File: src/include/fft_defs.svh
// Sizes shared by the FFT datapath, the sample store and the testbench.
// Include wherever a width, point count or slot count is needed.

`ifndef FFT_DEFS_SVH
`define FFT_DEFS_SVH

// frame geometry
`define FFT_POINTS   16
`define FFT_STAGES   4

// sample and word formats, Q16.16 internally
`define SAMPLE_W     16
`define WORD_W       32
`define FRAC_W       16
`define PAD_W        8

// frame store depth, also the credit count
`define FRAME_SLOTS  2

`endif

File: src/source/fft_ctrl_pkg.sv
// State encodings of the sample collector and the FFT engine.
// Imported by the control logic of both blocks.

package fft_ctrl_pkg;

    typedef enum logic {
        COLLECT,
        WAIT_CREDIT
    } coll_state_e;

    typedef enum logic [2:0] {
        IDLE,
        LOAD,
        STAGE1,
        STAGE2,
        STAGE3,
        STAGE4,
        STREAM
    } fft_state_e;

endpackage

File: src/source/fft_num_pkg.sv
// Numeric types of the FFT datapath and its twiddle factor table.
// Shared by the RTL blocks and the testbench reference model.

`include "fft_defs.svh"

package fft_num_pkg;

    // signed Q16.16
    typedef logic signed [`WORD_W-1:0] word_t;

    typedef struct packed {
        word_t re;
        word_t im;
    } cplx_t;

    // one frame of real samples
    typedef word_t frame_t [`FFT_POINTS];

    typedef logic [$clog2(`FFT_POINTS)-1:0] bin_idx_t;

    ////////////////////
    // twiddle factors
    ////////////////////

    // entry k is cos(2*pi*k/16) - j*sin(2*pi*k/16)
    localparam cplx_t TWIDDLE [`FFT_POINTS/2] = '{
        '{re: 32'h0001_0000, im: 32'h0000_0000},
        '{re: 32'h0000_EC83, im: 32'hFFFF_9E09},
        '{re: 32'h0000_B504, im: 32'hFFFF_4AFC},
        '{re: 32'h0000_61F7, im: 32'hFFFF_137D},
        '{re: 32'h0000_0000, im: 32'hFFFF_0000},
        '{re: 32'hFFFF_9E09, im: 32'hFFFF_137D},
        '{re: 32'hFFFF_4AFC, im: 32'hFFFF_4AFC},
        '{re: 32'hFFFF_137D, im: 32'hFFFF_9E09}
    };

endpackage

File: src/source/sample_wr_if.sv
// Write path from the sample collector into the frame store.
// Carries sample writes, the frame commit and the returning credits.

`timescale 1ns/1ps

interface sample_wr_if;
    import fft_num_pkg::*;

    logic     wr_en;
    bin_idx_t wr_addr;
    word_t    wr_data;
    logic     commit;
    // one pulse per freed slot
    logic     credit_return;

    modport collector (
        output wr_en, wr_addr, wr_data, commit,
        input  credit_return
    );

    modport store (
        input  wr_en, wr_addr, wr_data, commit,
        output credit_return
    );

endinterface

File: src/source/sample_collector.sv
// Accepts the real sample stream, widens each sample to Q16.16 and writes
// it into the frame store. Frames are committed on their 16th sample and
// each commit spends one credit; fir_ready drops when none are left.

`timescale 1ns/1ps
`include "fft_defs.svh"

module sample_collector (
    input  logic                 clk,
    input  logic                 rst,
    input  logic [`SAMPLE_W-1:0] fir_d,
    input  logic                 fir_valid,
    output logic                 fir_ready,
    sample_wr_if.collector       wr
);
    import fft_num_pkg::*;
    import fft_ctrl_pkg::*;

    localparam int CRED_W = $clog2(`FRAME_SLOTS + 1);
    localparam int SIGN_W = `WORD_W - `SAMPLE_W - `PAD_W;

    coll_state_e       state;
    bin_idx_t          addr;
    logic [CRED_W-1:0] credits;
    logic [CRED_W-1:0] credits_nxt;
    logic              accept;

    assign fir_ready = (state == COLLECT);
    assign accept    = fir_valid && fir_ready;

    // sample lands in bits 23..8
    assign wr.wr_en   = accept;
    assign wr.wr_addr = addr;
    assign wr.wr_data = {{SIGN_W{fir_d[`SAMPLE_W-1]}}, fir_d, {`PAD_W{1'b0}}};
    assign wr.commit  = accept && (addr == bin_idx_t'(`FFT_POINTS - 1));

    always_comb begin
        credits_nxt = credits;
        if (wr.commit) begin
            credits_nxt = credits_nxt - 1'b1;
        end
        if (wr.credit_return) begin
            credits_nxt = credits_nxt + 1'b1;
        end
    end

    always_ff @(posedge clk or posedge rst) begin
        if (rst) begin
            state   <= COLLECT;
            addr    <= '0;
            credits <= CRED_W'(`FRAME_SLOTS);
        end else begin
            if (accept) begin
                addr <= addr + 1'b1;
            end
            credits <= credits_nxt;
            // only a commit can empty the count, so this moves at frame edges
            state   <= (credits_nxt != '0) ? COLLECT : WAIT_CREDIT;
        end
    end

endmodule

File: src/flat_wrapper.sv
// flat-port wrapper written by rule: the top's interface ports become plain ports
module sample_collector_flat import fft_num_pkg::*; import fft_ctrl_pkg::*;
  (clk, rst, fir_d, fir_valid, fir_ready, wr_wr_en, wr_wr_addr, wr_wr_data, wr_commit, wr_credit_return);
  sample_wr_if wr_i ();
  input  logic clk;
  input  logic rst;
  input  logic [`SAMPLE_W-1:0] fir_d;
  input  logic fir_valid;
  output logic fir_ready;
  output wire logic [$bits(wr_i.wr_en)-1:0] wr_wr_en;
  output wire logic [$bits(wr_i.wr_addr)-1:0] wr_wr_addr;
  output wire logic [$bits(wr_i.wr_data)-1:0] wr_wr_data;
  output wire logic [$bits(wr_i.commit)-1:0] wr_commit;
  input wire logic [$bits(wr_i.credit_return)-1:0] wr_credit_return;
  assign wr_wr_en = wr_i.wr_en;
  assign wr_wr_addr = wr_i.wr_addr;
  assign wr_wr_data = wr_i.wr_data;
  assign wr_commit = wr_i.commit;
  assign wr_i.credit_return = wr_credit_return;
  sample_collector u_core (.clk(clk), .rst(rst), .fir_d(fir_d), .fir_valid(fir_valid), .fir_ready(fir_ready), .wr(wr_i));
endmodule
File: config.mk
export PLATFORM = sky130hd
export DESIGN_NAME = sample_collector_flat
export DESIGN_NICKNAME = d
export VERILOG_FILES = /design/src/source/fft_ctrl_pkg.sv /design/src/source/fft_num_pkg.sv /design/src/source/sample_wr_if.sv /design/src/source/sample_collector.sv /design/src/flat_wrapper.sv
export VERILOG_INCLUDE_DIRS = /design/src /design/src/include
export SDC_FILE = /design/constraint.sdc
export NUM_CORES = 1
export LEC_CHECK = 0
export ABC_AREA = 1
export BUFFER_PORTS_ARGS = -buffer_cell sky130_fd_sc_hd__buf_2
export CORE_ASPECT_RATIO = 1.2
export CORE_MARGIN = 1
export CORE_UTILIZATION = 39
export CTS_CLUSTER_DIAMETER = 60
export CTS_CLUSTER_SIZE = 14
export DETAILED_ROUTE_END_ITERATION = 8
export PLACE_DENSITY = 0.84
export SETUP_SLACK_MARGIN = 0.02
export SYNTH_ARGS = -nofsm -noshare
export SYNTH_HDL_FRONTEND = slang
export SYNTH_SLANG_ARGS = --single-unit
File: constraint.sdc
create_clock -name clk -period 3.7 [get_ports clk]
set_input_delay 0.74 -clock clk [delete_from_list [all_inputs] [get_ports clk]]
set_output_delay 0.74 -clock clk [all_outputs]
set_load 0.01 [all_outputs]
==> flow_metrics.py, run 1 <==
metrics = {
    "synth": {
        "synthCells": 84,
        "ys_top_cells_by_area": "buf_4, dfrtp_1, nand2_1, inv_1, dfstp_2",
        "seq_area_frac_synth_pct": 27.12,
        "ys_warn_count": 0,
        "yosys-mux-area-fraction_pct": 0,
        "synth_top_cell_by_area": "buf_4",
        "synth_simple_gate_area_share_pct": 20.19,
        "synth_top_family_by_area": "buffers and inverters",
        "synth.avg_cell_area_sq_um": 7.746,
        "yosysTopAreaCellShare_pct": 36.92,
        "synth_compound_area_share_pct": 4.038,
        "ys_seq_elements": 7,
        "netlist_area_sq_um": 650.6,
        "synthAdderAreaFrac_pct": 1.923,
        "synth_xor_area_share_pct": 4.038,
        "synth.distinct_cells": 20,
    },
    "clock_network": {
        "cts.sinks": 7,
        "cts_tree": "done",
        "ctsHoldBuffers": 0,
        "cts_buffers": 3,
        "path_clk_slew_ps": 50,
        "clock_latency_ps": 250,
        "cts_max_level": 1,
        "post_cts_resized": 0,
        "clock_path_buffers": 2,
        "cts_root_buf": "clkbuf_4",
        "cts_setup_buffers": 0,
    },
    "route": {
        "drcViolationCount": 0,
        "drt_iter0_markers": 2,
        "via_per_inst": 4.422,
        "wirelength_um": 894,
        "vias": 398,
        "ant_nets": 0,
        "wire_per_inst_um": 9.933,
        "drtPass1Iterations": 4,
    },
    "floorplan": {
        "ioPinCount": 59,
        "initial_utilization_pct": 43.33,
        "rows": 15,
        "die-area_sq_um": 1836,
        "core-area_sq_um": 1501,
        "die_y_um": 46.74,
        "die_x_um": 39.29,
    },
    "power": {
        "p_sw_mw": 0.1778,
        "p_per_area_nw_per_um2": 762.5,
        "intPower_mw": 0.2305,
        "p_seq_share_pct": 38.1,
        "p_leak_nw": 0.3004,
        "power_mw": 0.4083,
        "swShare_pct": 43.53,
        "ir_worst_vdd_mv": 0.1811,
        "pwr-share-comb_pct": 45.5,
        "power.share.clock_pct": 16.3,
    },
    "placed_design": {
        "portBuffers": 10,
        "dp_hpwl_um": 753.9,
        "place_area_sq_um": 508.0,
        "dp_slack_ps": 1757,
        "placed_cells": 86,
        "gp_congestion": 0.6100,
    },
    "setup_path": {
        "cp_top_family": "flip-flops",
        "worstPathBufferInverterCount": 1,
        "max_stage_delay_ps": 390,
        "crit_path_end_kind": "output pin",
        "crit_type": "reg2out",
        "crit_fanout": 4,
        "cp.arrival_ps": 1260,
        "critPathSlowestCell": "dfrtp_1",
        "critPathRequiredTime_ps": 2960,
        "cp-start-kind": "register",
        "path_cells": "ha_1, nand3_2, nor2_4, buf_2",
    },
    "timing": {
        "fin_ws_ps": 1702,
        "setup_viol": 0,
        "tns_ps": 0,
        "holdWs_ps": 405.1,
        "skew_ps": 2.323,
        "fin_crit_ps": 1998,
        "rsz0062_at_grt": "no",
        "hold_viol_final": 0,
        "fmax_mhz": 500.4,
        "finalCritPeriodShare_pct": 54.01,
        "drv_slew": 0,
    },
    "layout": {
        "insertedDiodeCount": 0,
        "n_fill_cell": 168,
        "drive_gt1_share_pct": 28.77,
        "fin_cells": 90,
        "num-nets-final": 95,
        "fin_area_sq_um": 535.5,
        "final_common_cell": "nand2_1",
        "finalCoreUtilization_pct": 35.67,
        "area_growth_pct": -17.69,
        "final_cell_mix": "nand2_1, buf_2, inv_1, conb_1, dfrtp_1",
    },
    "global_routing": {
        "overflow": 0,
        "grt_start_max_net_pins": 10,
        "first_global_vias": 354,
        "antenna_found_initial": 0,
        "grt_pass1_wl_mm": 1.290,
        "grt_usage_pct": 10.87,
    },
    "worst_hold_path": {
        "min_path_type": "in2async",
    },
    "job": {
        "maxCapViolCount": 0,
    },
    "run_status": {
        "status": "completed",
    },
}
==> cells in the mapped netlist <==
| cell type | number |
|---|---|
| buf_4 | 32 |
| nand2_1 | 16 |
| inv_1 | 8 |
| dfrtp_1 | 6 |
| nand3_1 | 5 |
| nor2_1 | 2 |
| xor2_1 | 2 |
| a21oi_2 | 1 |
| conb_1 | 1 |
| dfstp_2 | 1 |
| ha_1 | 1 |
| inv_2 | 1 |
| nand2_4 | 1 |
| nand3_2 | 1 |
| nor2_2 | 1 |
| nor2_4 | 1 |
| o21ai_0 | 1 |
| o21ai_1 | 1 |
| o21bai_1 | 1 |
| xnor2_1 | 1 |
==> registers in the layout, indices dropped and copies added (netlist names) <==
register	cells
u_core.state	1
u_core.credits	2
u_core.wr.wr_addr	4
==> metal layers <==
| metal | up-vias | wire length (um) | GRT usage (%) |
|---|---|---|---|
| met1 | 186 | 283 | 10.21 |
| met3 | 2 | 91 | 2.844 |
| li1 | 195 | - | - |
| met5 | - | 0 | 0 |
| met4 | 0 | 17 | 12.41 |
| met2 | 15 | 502 | 17.67 |
==> final timing paths <==
kind | startpoint | end | slack (ps) | cells past startpoint
worst max-delay path | u_core.wr.wr_addr[0]$_DFFE_PP0P_ | wr_commit | 1700 | 4
worst min-delay path | rst | u_core.wr.wr_addr[0]$_DFFE_PP0P_ | 410 | 2
worst max register to register | u_core.wr.wr_addr[0]$_DFFE_PP0P_ | u_core.state$_DFF_PP0_ | 2360 | 7
worst min register to register | u_core.wr.wr_addr[0]$_DFFE_PP0P_ | u_core.wr.wr_addr[0]$_DFFE_PP0P_ | 540 | 1
max in group asynchronous | rst | u_core.credits[1]$_DFF_PP1_ | 3030 | 2
min in group clk | u_core.wr.wr_addr[0]$_DFFE_PP0P_ | u_core.wr.wr_addr[0]$_DFFE_PP0P_ | 540 | 1
==> final cells by class <==
cell class	instances	area (sq um)	share of cell area [%]
clock buffers	3	22.52	4.206
clock inverters	1	5.005	0.9346
inverters	9	33.78	6.308
multi-input cells	43	226.5	42.29
flip-flops and latches	7	176.4	32.94
well taps	17	21.27	3.972
repair buffers	10	50.05	9.346
==> power groups by stage <==
stage	Sequential [mW]	Clock, mW	Combinational, mW
finish	0.156	0.0666	0.186
global route	0.159	0.0728	0.213
CTS	0.155	0.0701	0.189
detailed placement	0.156	0	0.187
global placement	0.154	0	0.181
floorplan	0.161	0	0.154
==> logic make-up (layout without fill, tap and decap cells) <==
logic type / count (synthesis) / in the layout
flip-flops: 7 / 7
AND/OR/NAND/NOR: 27 / 27
AO/OA/AOI/OAI: 4 / 4
other: 1 / 8
buffers and inverters: 41 / 23
XOR/XNOR: 3 / 3
adder cells (fa/ha/maj): 1 / 1
(Power assumes the default switching activity.)
==> run 2, diff against run 1 <==
CORE_UTILIZATION = 33   (was 39)
PLACE_DENSITY = 0.75   (was 0.84)
clock period = 1.7 ns   (was 3.7 ns; I/O delays follow)
==> flow_metrics.py, run 2 (synthesized netlist as in run 1, its figures left out) <==
metrics = {
    "placed_design": {
        "place_area_sq_um": 510.5,
        "dp_hpwl_um": 735.4,
        "gp_congestion": 0.6470,
        "portBuffers": 10,
        "placed_cells": 88,
        "dp_slack_ps": 340.1,
    },
    "layout": {
        "insertedDiodeCount": 0,
        "finalCoreUtilization_pct": 29.14,
        "largest_register_ffs": 4,
        "area_growth_pct": -17.12,
        "num-nets-final": 95,
        "fin_cells": 92,
        "fin_area_sq_um": 539.3,
        "final_cell_mix": "nand2_1, buf_2, inv_1, conb_1, dfrtp_1",
        "final_common_cell": "nand2_1",
        "drive_gt1_share_pct": 28.77,
    },
    "timing": {
        "tns_ps": 0,
        "finalCritPeriodShare_pct": 93.42,
        "fin_crit_ps": 1588,
        "drv_slew": 0,
        "fin_ws_ps": 111.9,
        "skew_ps": 2.188,
        "fmax_mhz": 629.7,
        "setup_viol": 0,
        "rsz0062_at_grt": "no",
        "hold_viol_final": 0,
    },
    "global_routing": {
        "antenna_found_initial": 0,
        "first_global_vias": 385,
        "grt_pass1_wl_mm": 1.469,
        "grt_usage_pct": 8.963,
        "overflow": 0,
        "grt_start_max_net_pins": 10,
    },
    "setup_path": {
        "crit_fanout": 4,
        "crit_type": "reg2out",
        "critPathRequiredTime_ps": 1360,
        "r2r_cells": 7,
        "r2r_slack_ps": 350,
        "r2r_end": "u_core.state$_DFF_PP0_",
        "crit_path_end_kind": "output pin",
        "cp-start-kind": "register",
        "cp.arrival_ps": 1250,
        "r2r_start": "u_core.wr.wr_addr[0]$_DFFE_PP0P_",
    },
    "job": {
        "maxCapViolCount": 0,
    },
    "floorplan": {
        "ioPinCount": 59,
        "core-area_sq_um": 1851,
        "die_y_um": 50.64,
        "rows": 17,
        "die_x_um": 42.54,
        "die-area_sq_um": 2154,
        "initial_utilization_pct": 35.16,
    },
    "route": {
        "wire_per_inst_um": 9.793,
        "drt_iter0_markers": 1,
        "via_per_inst": 4.076,
        "drcViolationCount": 0,
        "wirelength_um": 901,
        "ant_nets": 0,
        "drtPass1Iterations": 2,
        "vias": 375,
    },
    "clock_network": {
        "cts_root_buf": "clkbuf_4",
        "clock_path_buffers": 2,
        "cts.sinks": 7,
        "cts_max_level": 1,
        "path_clk_slew_ps": 50,
        "cts_buffers": 3,
        "clock_latency_ps": 240,
        "cts_tree": "done",
    },
    "power": {
        "p_per_area_nw_per_um2": 1643,
        "ir_worst_vdd_mv": 0.6313,
        "p_leak_nw": 0.2959,
    },
    "worst_hold_path": {
        "min_path_type": "in2async",
    },
    "run_status": {
        "status": "completed",
    },
}
[run 2: how the worst max path moves through the flow]
stage	start	to	slack, ps	depth (start not counted)
after detailed placement	u_core.wr.wr_addr[0]$_DFFE_PP0P_	u_core.state$_DFF_PP0_	340	7
after CTS	u_core.wr.wr_addr[0]$_DFFE_PP0P_	wr_commit	90	4
after global routing	u_core.wr.wr_addr[0]$_DFFE_PP0P_	wr_commit	20	4
after floorplan	u_core.wr.wr_addr[0]$_DFFE_PP0P_	u_core.state$_DFF_PP0_	370	7
final	u_core.wr.wr_addr[0]$_DFFE_PP0P_	wr_commit	110	4
after global placement	u_core.wr.wr_addr[0]$_DFFE_PP0P_	wr_commit	400	4
[run 2: report_power, final]
| part | internal [mW] | switching [mW] | leakage (nW) |
|---|---|---|---|
| logic | 0.162 | 0.243 | 0.198 |
| registers | 0.256 | 0.0820 | 0.0828 |
| clock network | 0.0891 | 0.0539 | 0.0150 |
| total | 0.507 | 0.379 | 0.296 |
[run 2: cell type report]
type / instances / area (sq um)
inverter: 9 / 33.78
sequential: 7 / 176.4
fill: 208 / 1311
timing repair buffer: 10 / 50.05
tap: 19 / 23.77
clock buffer: 4 / 26.28
multi-input combinational: 43 / 229.0
[run 2: through the flow]
step	hold slack [ps]	total power, mW
3_5_place_dp	275.0	0.7485
5_1_grt	14.58	0.9833
6_report	10.24	0.8860
3_3_place_gp	267.5	0.7317
2_1_floorplan	142.7	0.6849
4_1_cts	4.534	0.9031
[run 2: per-layer routing]
metal	routed length [um]	track usage, %
met5	0	0
met3	92	2.518
met1	338	8.132
met4	2	6.250
met2	467	16.67
[run 2: repair_timing]
| action | 4_1_cts | 5_1_grt |
|---|---|---|
| setup endpoints to repair | 0 | 1 |
| hold buffers | 0 | 0 |
| setup buffers | 0 | 0 |
| gates resized for setup | 0 | 1 |
| hold endpoints to repair | 0 | 0 |
[run 2: critical path, cell delays in order, from the launching register on]
cell and delay (ps):
dfrtp_1 400, ha_2 220, nand3_2 130, nor2_4 120
buf_2 140
==> run 3, diff against run 2 <==
ABC_CLOCK_PERIOD_IN_PS = 1700   (was default)
CORE_ASPECT_RATIO = default   (was 1.2)
==> flow_metrics.py, run 3 (synthesized netlist as in run 1, its figures left out) <==
metrics = {
    "job": {
        "maxCapViolCount": 0,
    },
    "run_status": {
        "status": "completed",
    },
    "timing": {
        "hold_viol_final": 0,
        "rsz0062_at_grt": "no",
        "fin_crit_ps": 1591,
        "tns_ps": 0,
        "fmax_mhz": 628.7,
        "finalCritPeriodShare_pct": 93.57,
        "setup_viol": 0,
        "drv_slew": 0,
        "skew_ps": 2.575,
        "holdWs_ps": 6.542,
    },
    "layout": {
        "area_growth_pct": -15.96,
        "insertedDiodeCount": 0,
        "largest_register_ffs": 4,
        "finalCoreUtilization_pct": 30.67,
        "final_common_cell": "nand2_1",
        "fin_area_sq_um": 546.8,
        "num-nets-final": 95,
        "drive_gt1_share_pct": 28.77,
        "final_cell_mix": "nand2_1, buf_2, inv_1, conb_1, dfrtp_1",
    },
    "route": {
        "drcViolationCount": 0,
        "vias": 393,
        "wirelength_um": 846,
        "wire_per_inst_um": 8.633,
        "drt_iter0_markers": 4,
        "drtPass1Iterations": 4,
        "via_per_inst": 4.010,
        "ant_nets": 0,
    },
    "global_routing": {
        "grt_start_max_net_pins": 10,
        "antenna_found_initial": 0,
        "grt_usage_pct": 9.106,
        "grt_pass1_wl_mm": 1.317,
        "first_global_vias": 372,
        "overflow": 0,
    },
    "clock_network": {
        "cts_tree": "done",
        "cts_max_level": 1,
        "cts.sinks": 7,
        "clock_latency_ps": 250,
        "clock_path_buffers": 2,
        "cts_buffers": 3,
        "cts_setup_buffers": 0,
        "path_clk_slew_ps": 50,
        "cts_root_buf": "clkbuf_4",
    },
    "setup_path": {
        "crit_path_end_kind": "output pin",
        "worstPathBufferInverterCount": 1,
        "r2r_cells": 7,
        "cp-start-kind": "register",
        "crit_type": "reg2out",
        "critPathSlowestCell": "dfrtp_1",
        "r2r_slack_ps": 350,
        "cp.depth": 4,
        "r2r_start": "u_core.wr.wr_addr[0]$_DFFE_PP0P_",
        "cp.arrival_ps": 1250,
        "path_cells": "ha_2, nand3_2, nor2_4, buf_2",
        "max_stage_delay_ps": 390,
        "critPathRequiredTime_ps": 1360,
        "crit_fanout": 4,
        "r2r_end": "u_core.state$_DFF_PP0_",
        "cp_top_family": "flip-flops",
    },
    "floorplan": {
        "initial_utilization_pct": 36.49,
        "die-area_sq_um": 2153,
        "core-area_sq_um": 1783,
        "rows": 15,
        "die_y_um": 46.40,
        "ioPinCount": 59,
        "die_x_um": 46.40,
    },
    "placed_design": {
        "place_area_sq_um": 518.0,
        "portBuffers": 10,
        "dp_hpwl_um": 700.9,
        "gp_congestion": 0.7086,
    },
    "power": {
        "ir_worst_vdd_mv": 0.4712,
        "p_per_area_nw_per_um2": 1622,
        "p_leak_nw": 0.2959,
    },
    "worst_hold_path": {
        "min_path_type": "in2async",
    },
}
-- run 3: cell counts in the layout (fill, tap and decap cells not counted) --
Identical to the previous run, type by type.
-- run 3: how the worst max path moves through the flow --
stage	from	endpoint	slack (ps)
2_1_floorplan	u_core.wr.wr_addr[0]$_DFFE_PP0P_	u_core.state$_DFF_PP0_	370
3_3_place_gp	u_core.wr.wr_addr[0]$_DFFE_PP0P_	u_core.state$_DFF_PP0_	400
3_5_place_dp	u_core.wr.wr_addr[0]$_DFFE_PP0P_	u_core.state$_DFF_PP0_	340
4_1_cts	u_core.wr.wr_addr[0]$_DFFE_PP0P_	wr_commit	100
5_1_grt	u_core.wr.wr_addr[0]$_DFFE_PP0P_	wr_commit	30
6_report	u_core.wr.wr_addr[0]$_DFFE_PP0P_	wr_commit	110
-- run 3: timing repair --
action                                  in CTS  in global routing
resized for setup                            0                  1
endpoints found under the setup margin       0                  1
hold buffers                                 0                  0
-- run 3: metrics by stage --
step	setup slack (ps)	instances	power (mW)
CTS	104.9	98	0.8949
floorplan	368.9	91	0.6849
global placement	397.8	94	0.7240
global route	30.03	98	0.9744
detailed placement	341.6	94	0.7407
finish	109.3	98	0.8868
-- run 3: power breakdown --
| part | switching (mW) | internal [mW] | leakage [nW] |
|---|---|---|---|
| Combinational | 0.239 | 0.162 | 0.198 |
| Sequential | 0.0827 | 0.256 | 0.0828 |
| Clock | 0.0575 | 0.0893 | 0.0150 |
-- run 3: cell type report --
| cell class | instances | area, sq um |
|---|---|---|
| well taps | 25 | 31.28 |
| multi-input cells | 43 | 229.0 |
| clock buffers | 4 | 26.28 |
| flip-flops and latches | 7 | 176.4 |
| repair buffers | 10 | 50.05 |
| inverters | 9 | 33.78 |
| fillers | 198 | 1236 |
-- run 3: per-layer routing --
| metal | wire (um) | vias up | part of all wire, % | GRT usage [%] |
|---|---|---|---|---|
| li1 | - | 190 | - | - |
| met1 | 331 | 183 | 39 | 6.651 |
| met2 | 422 | 16 | 50 | 17.22 |
| met3 | 82 | 4 | 9.7 | 6.667 |
| met4 | 9 | 0 | 1.1 | 3.529 |
| met5 | 0 | - | 0 | 0 |
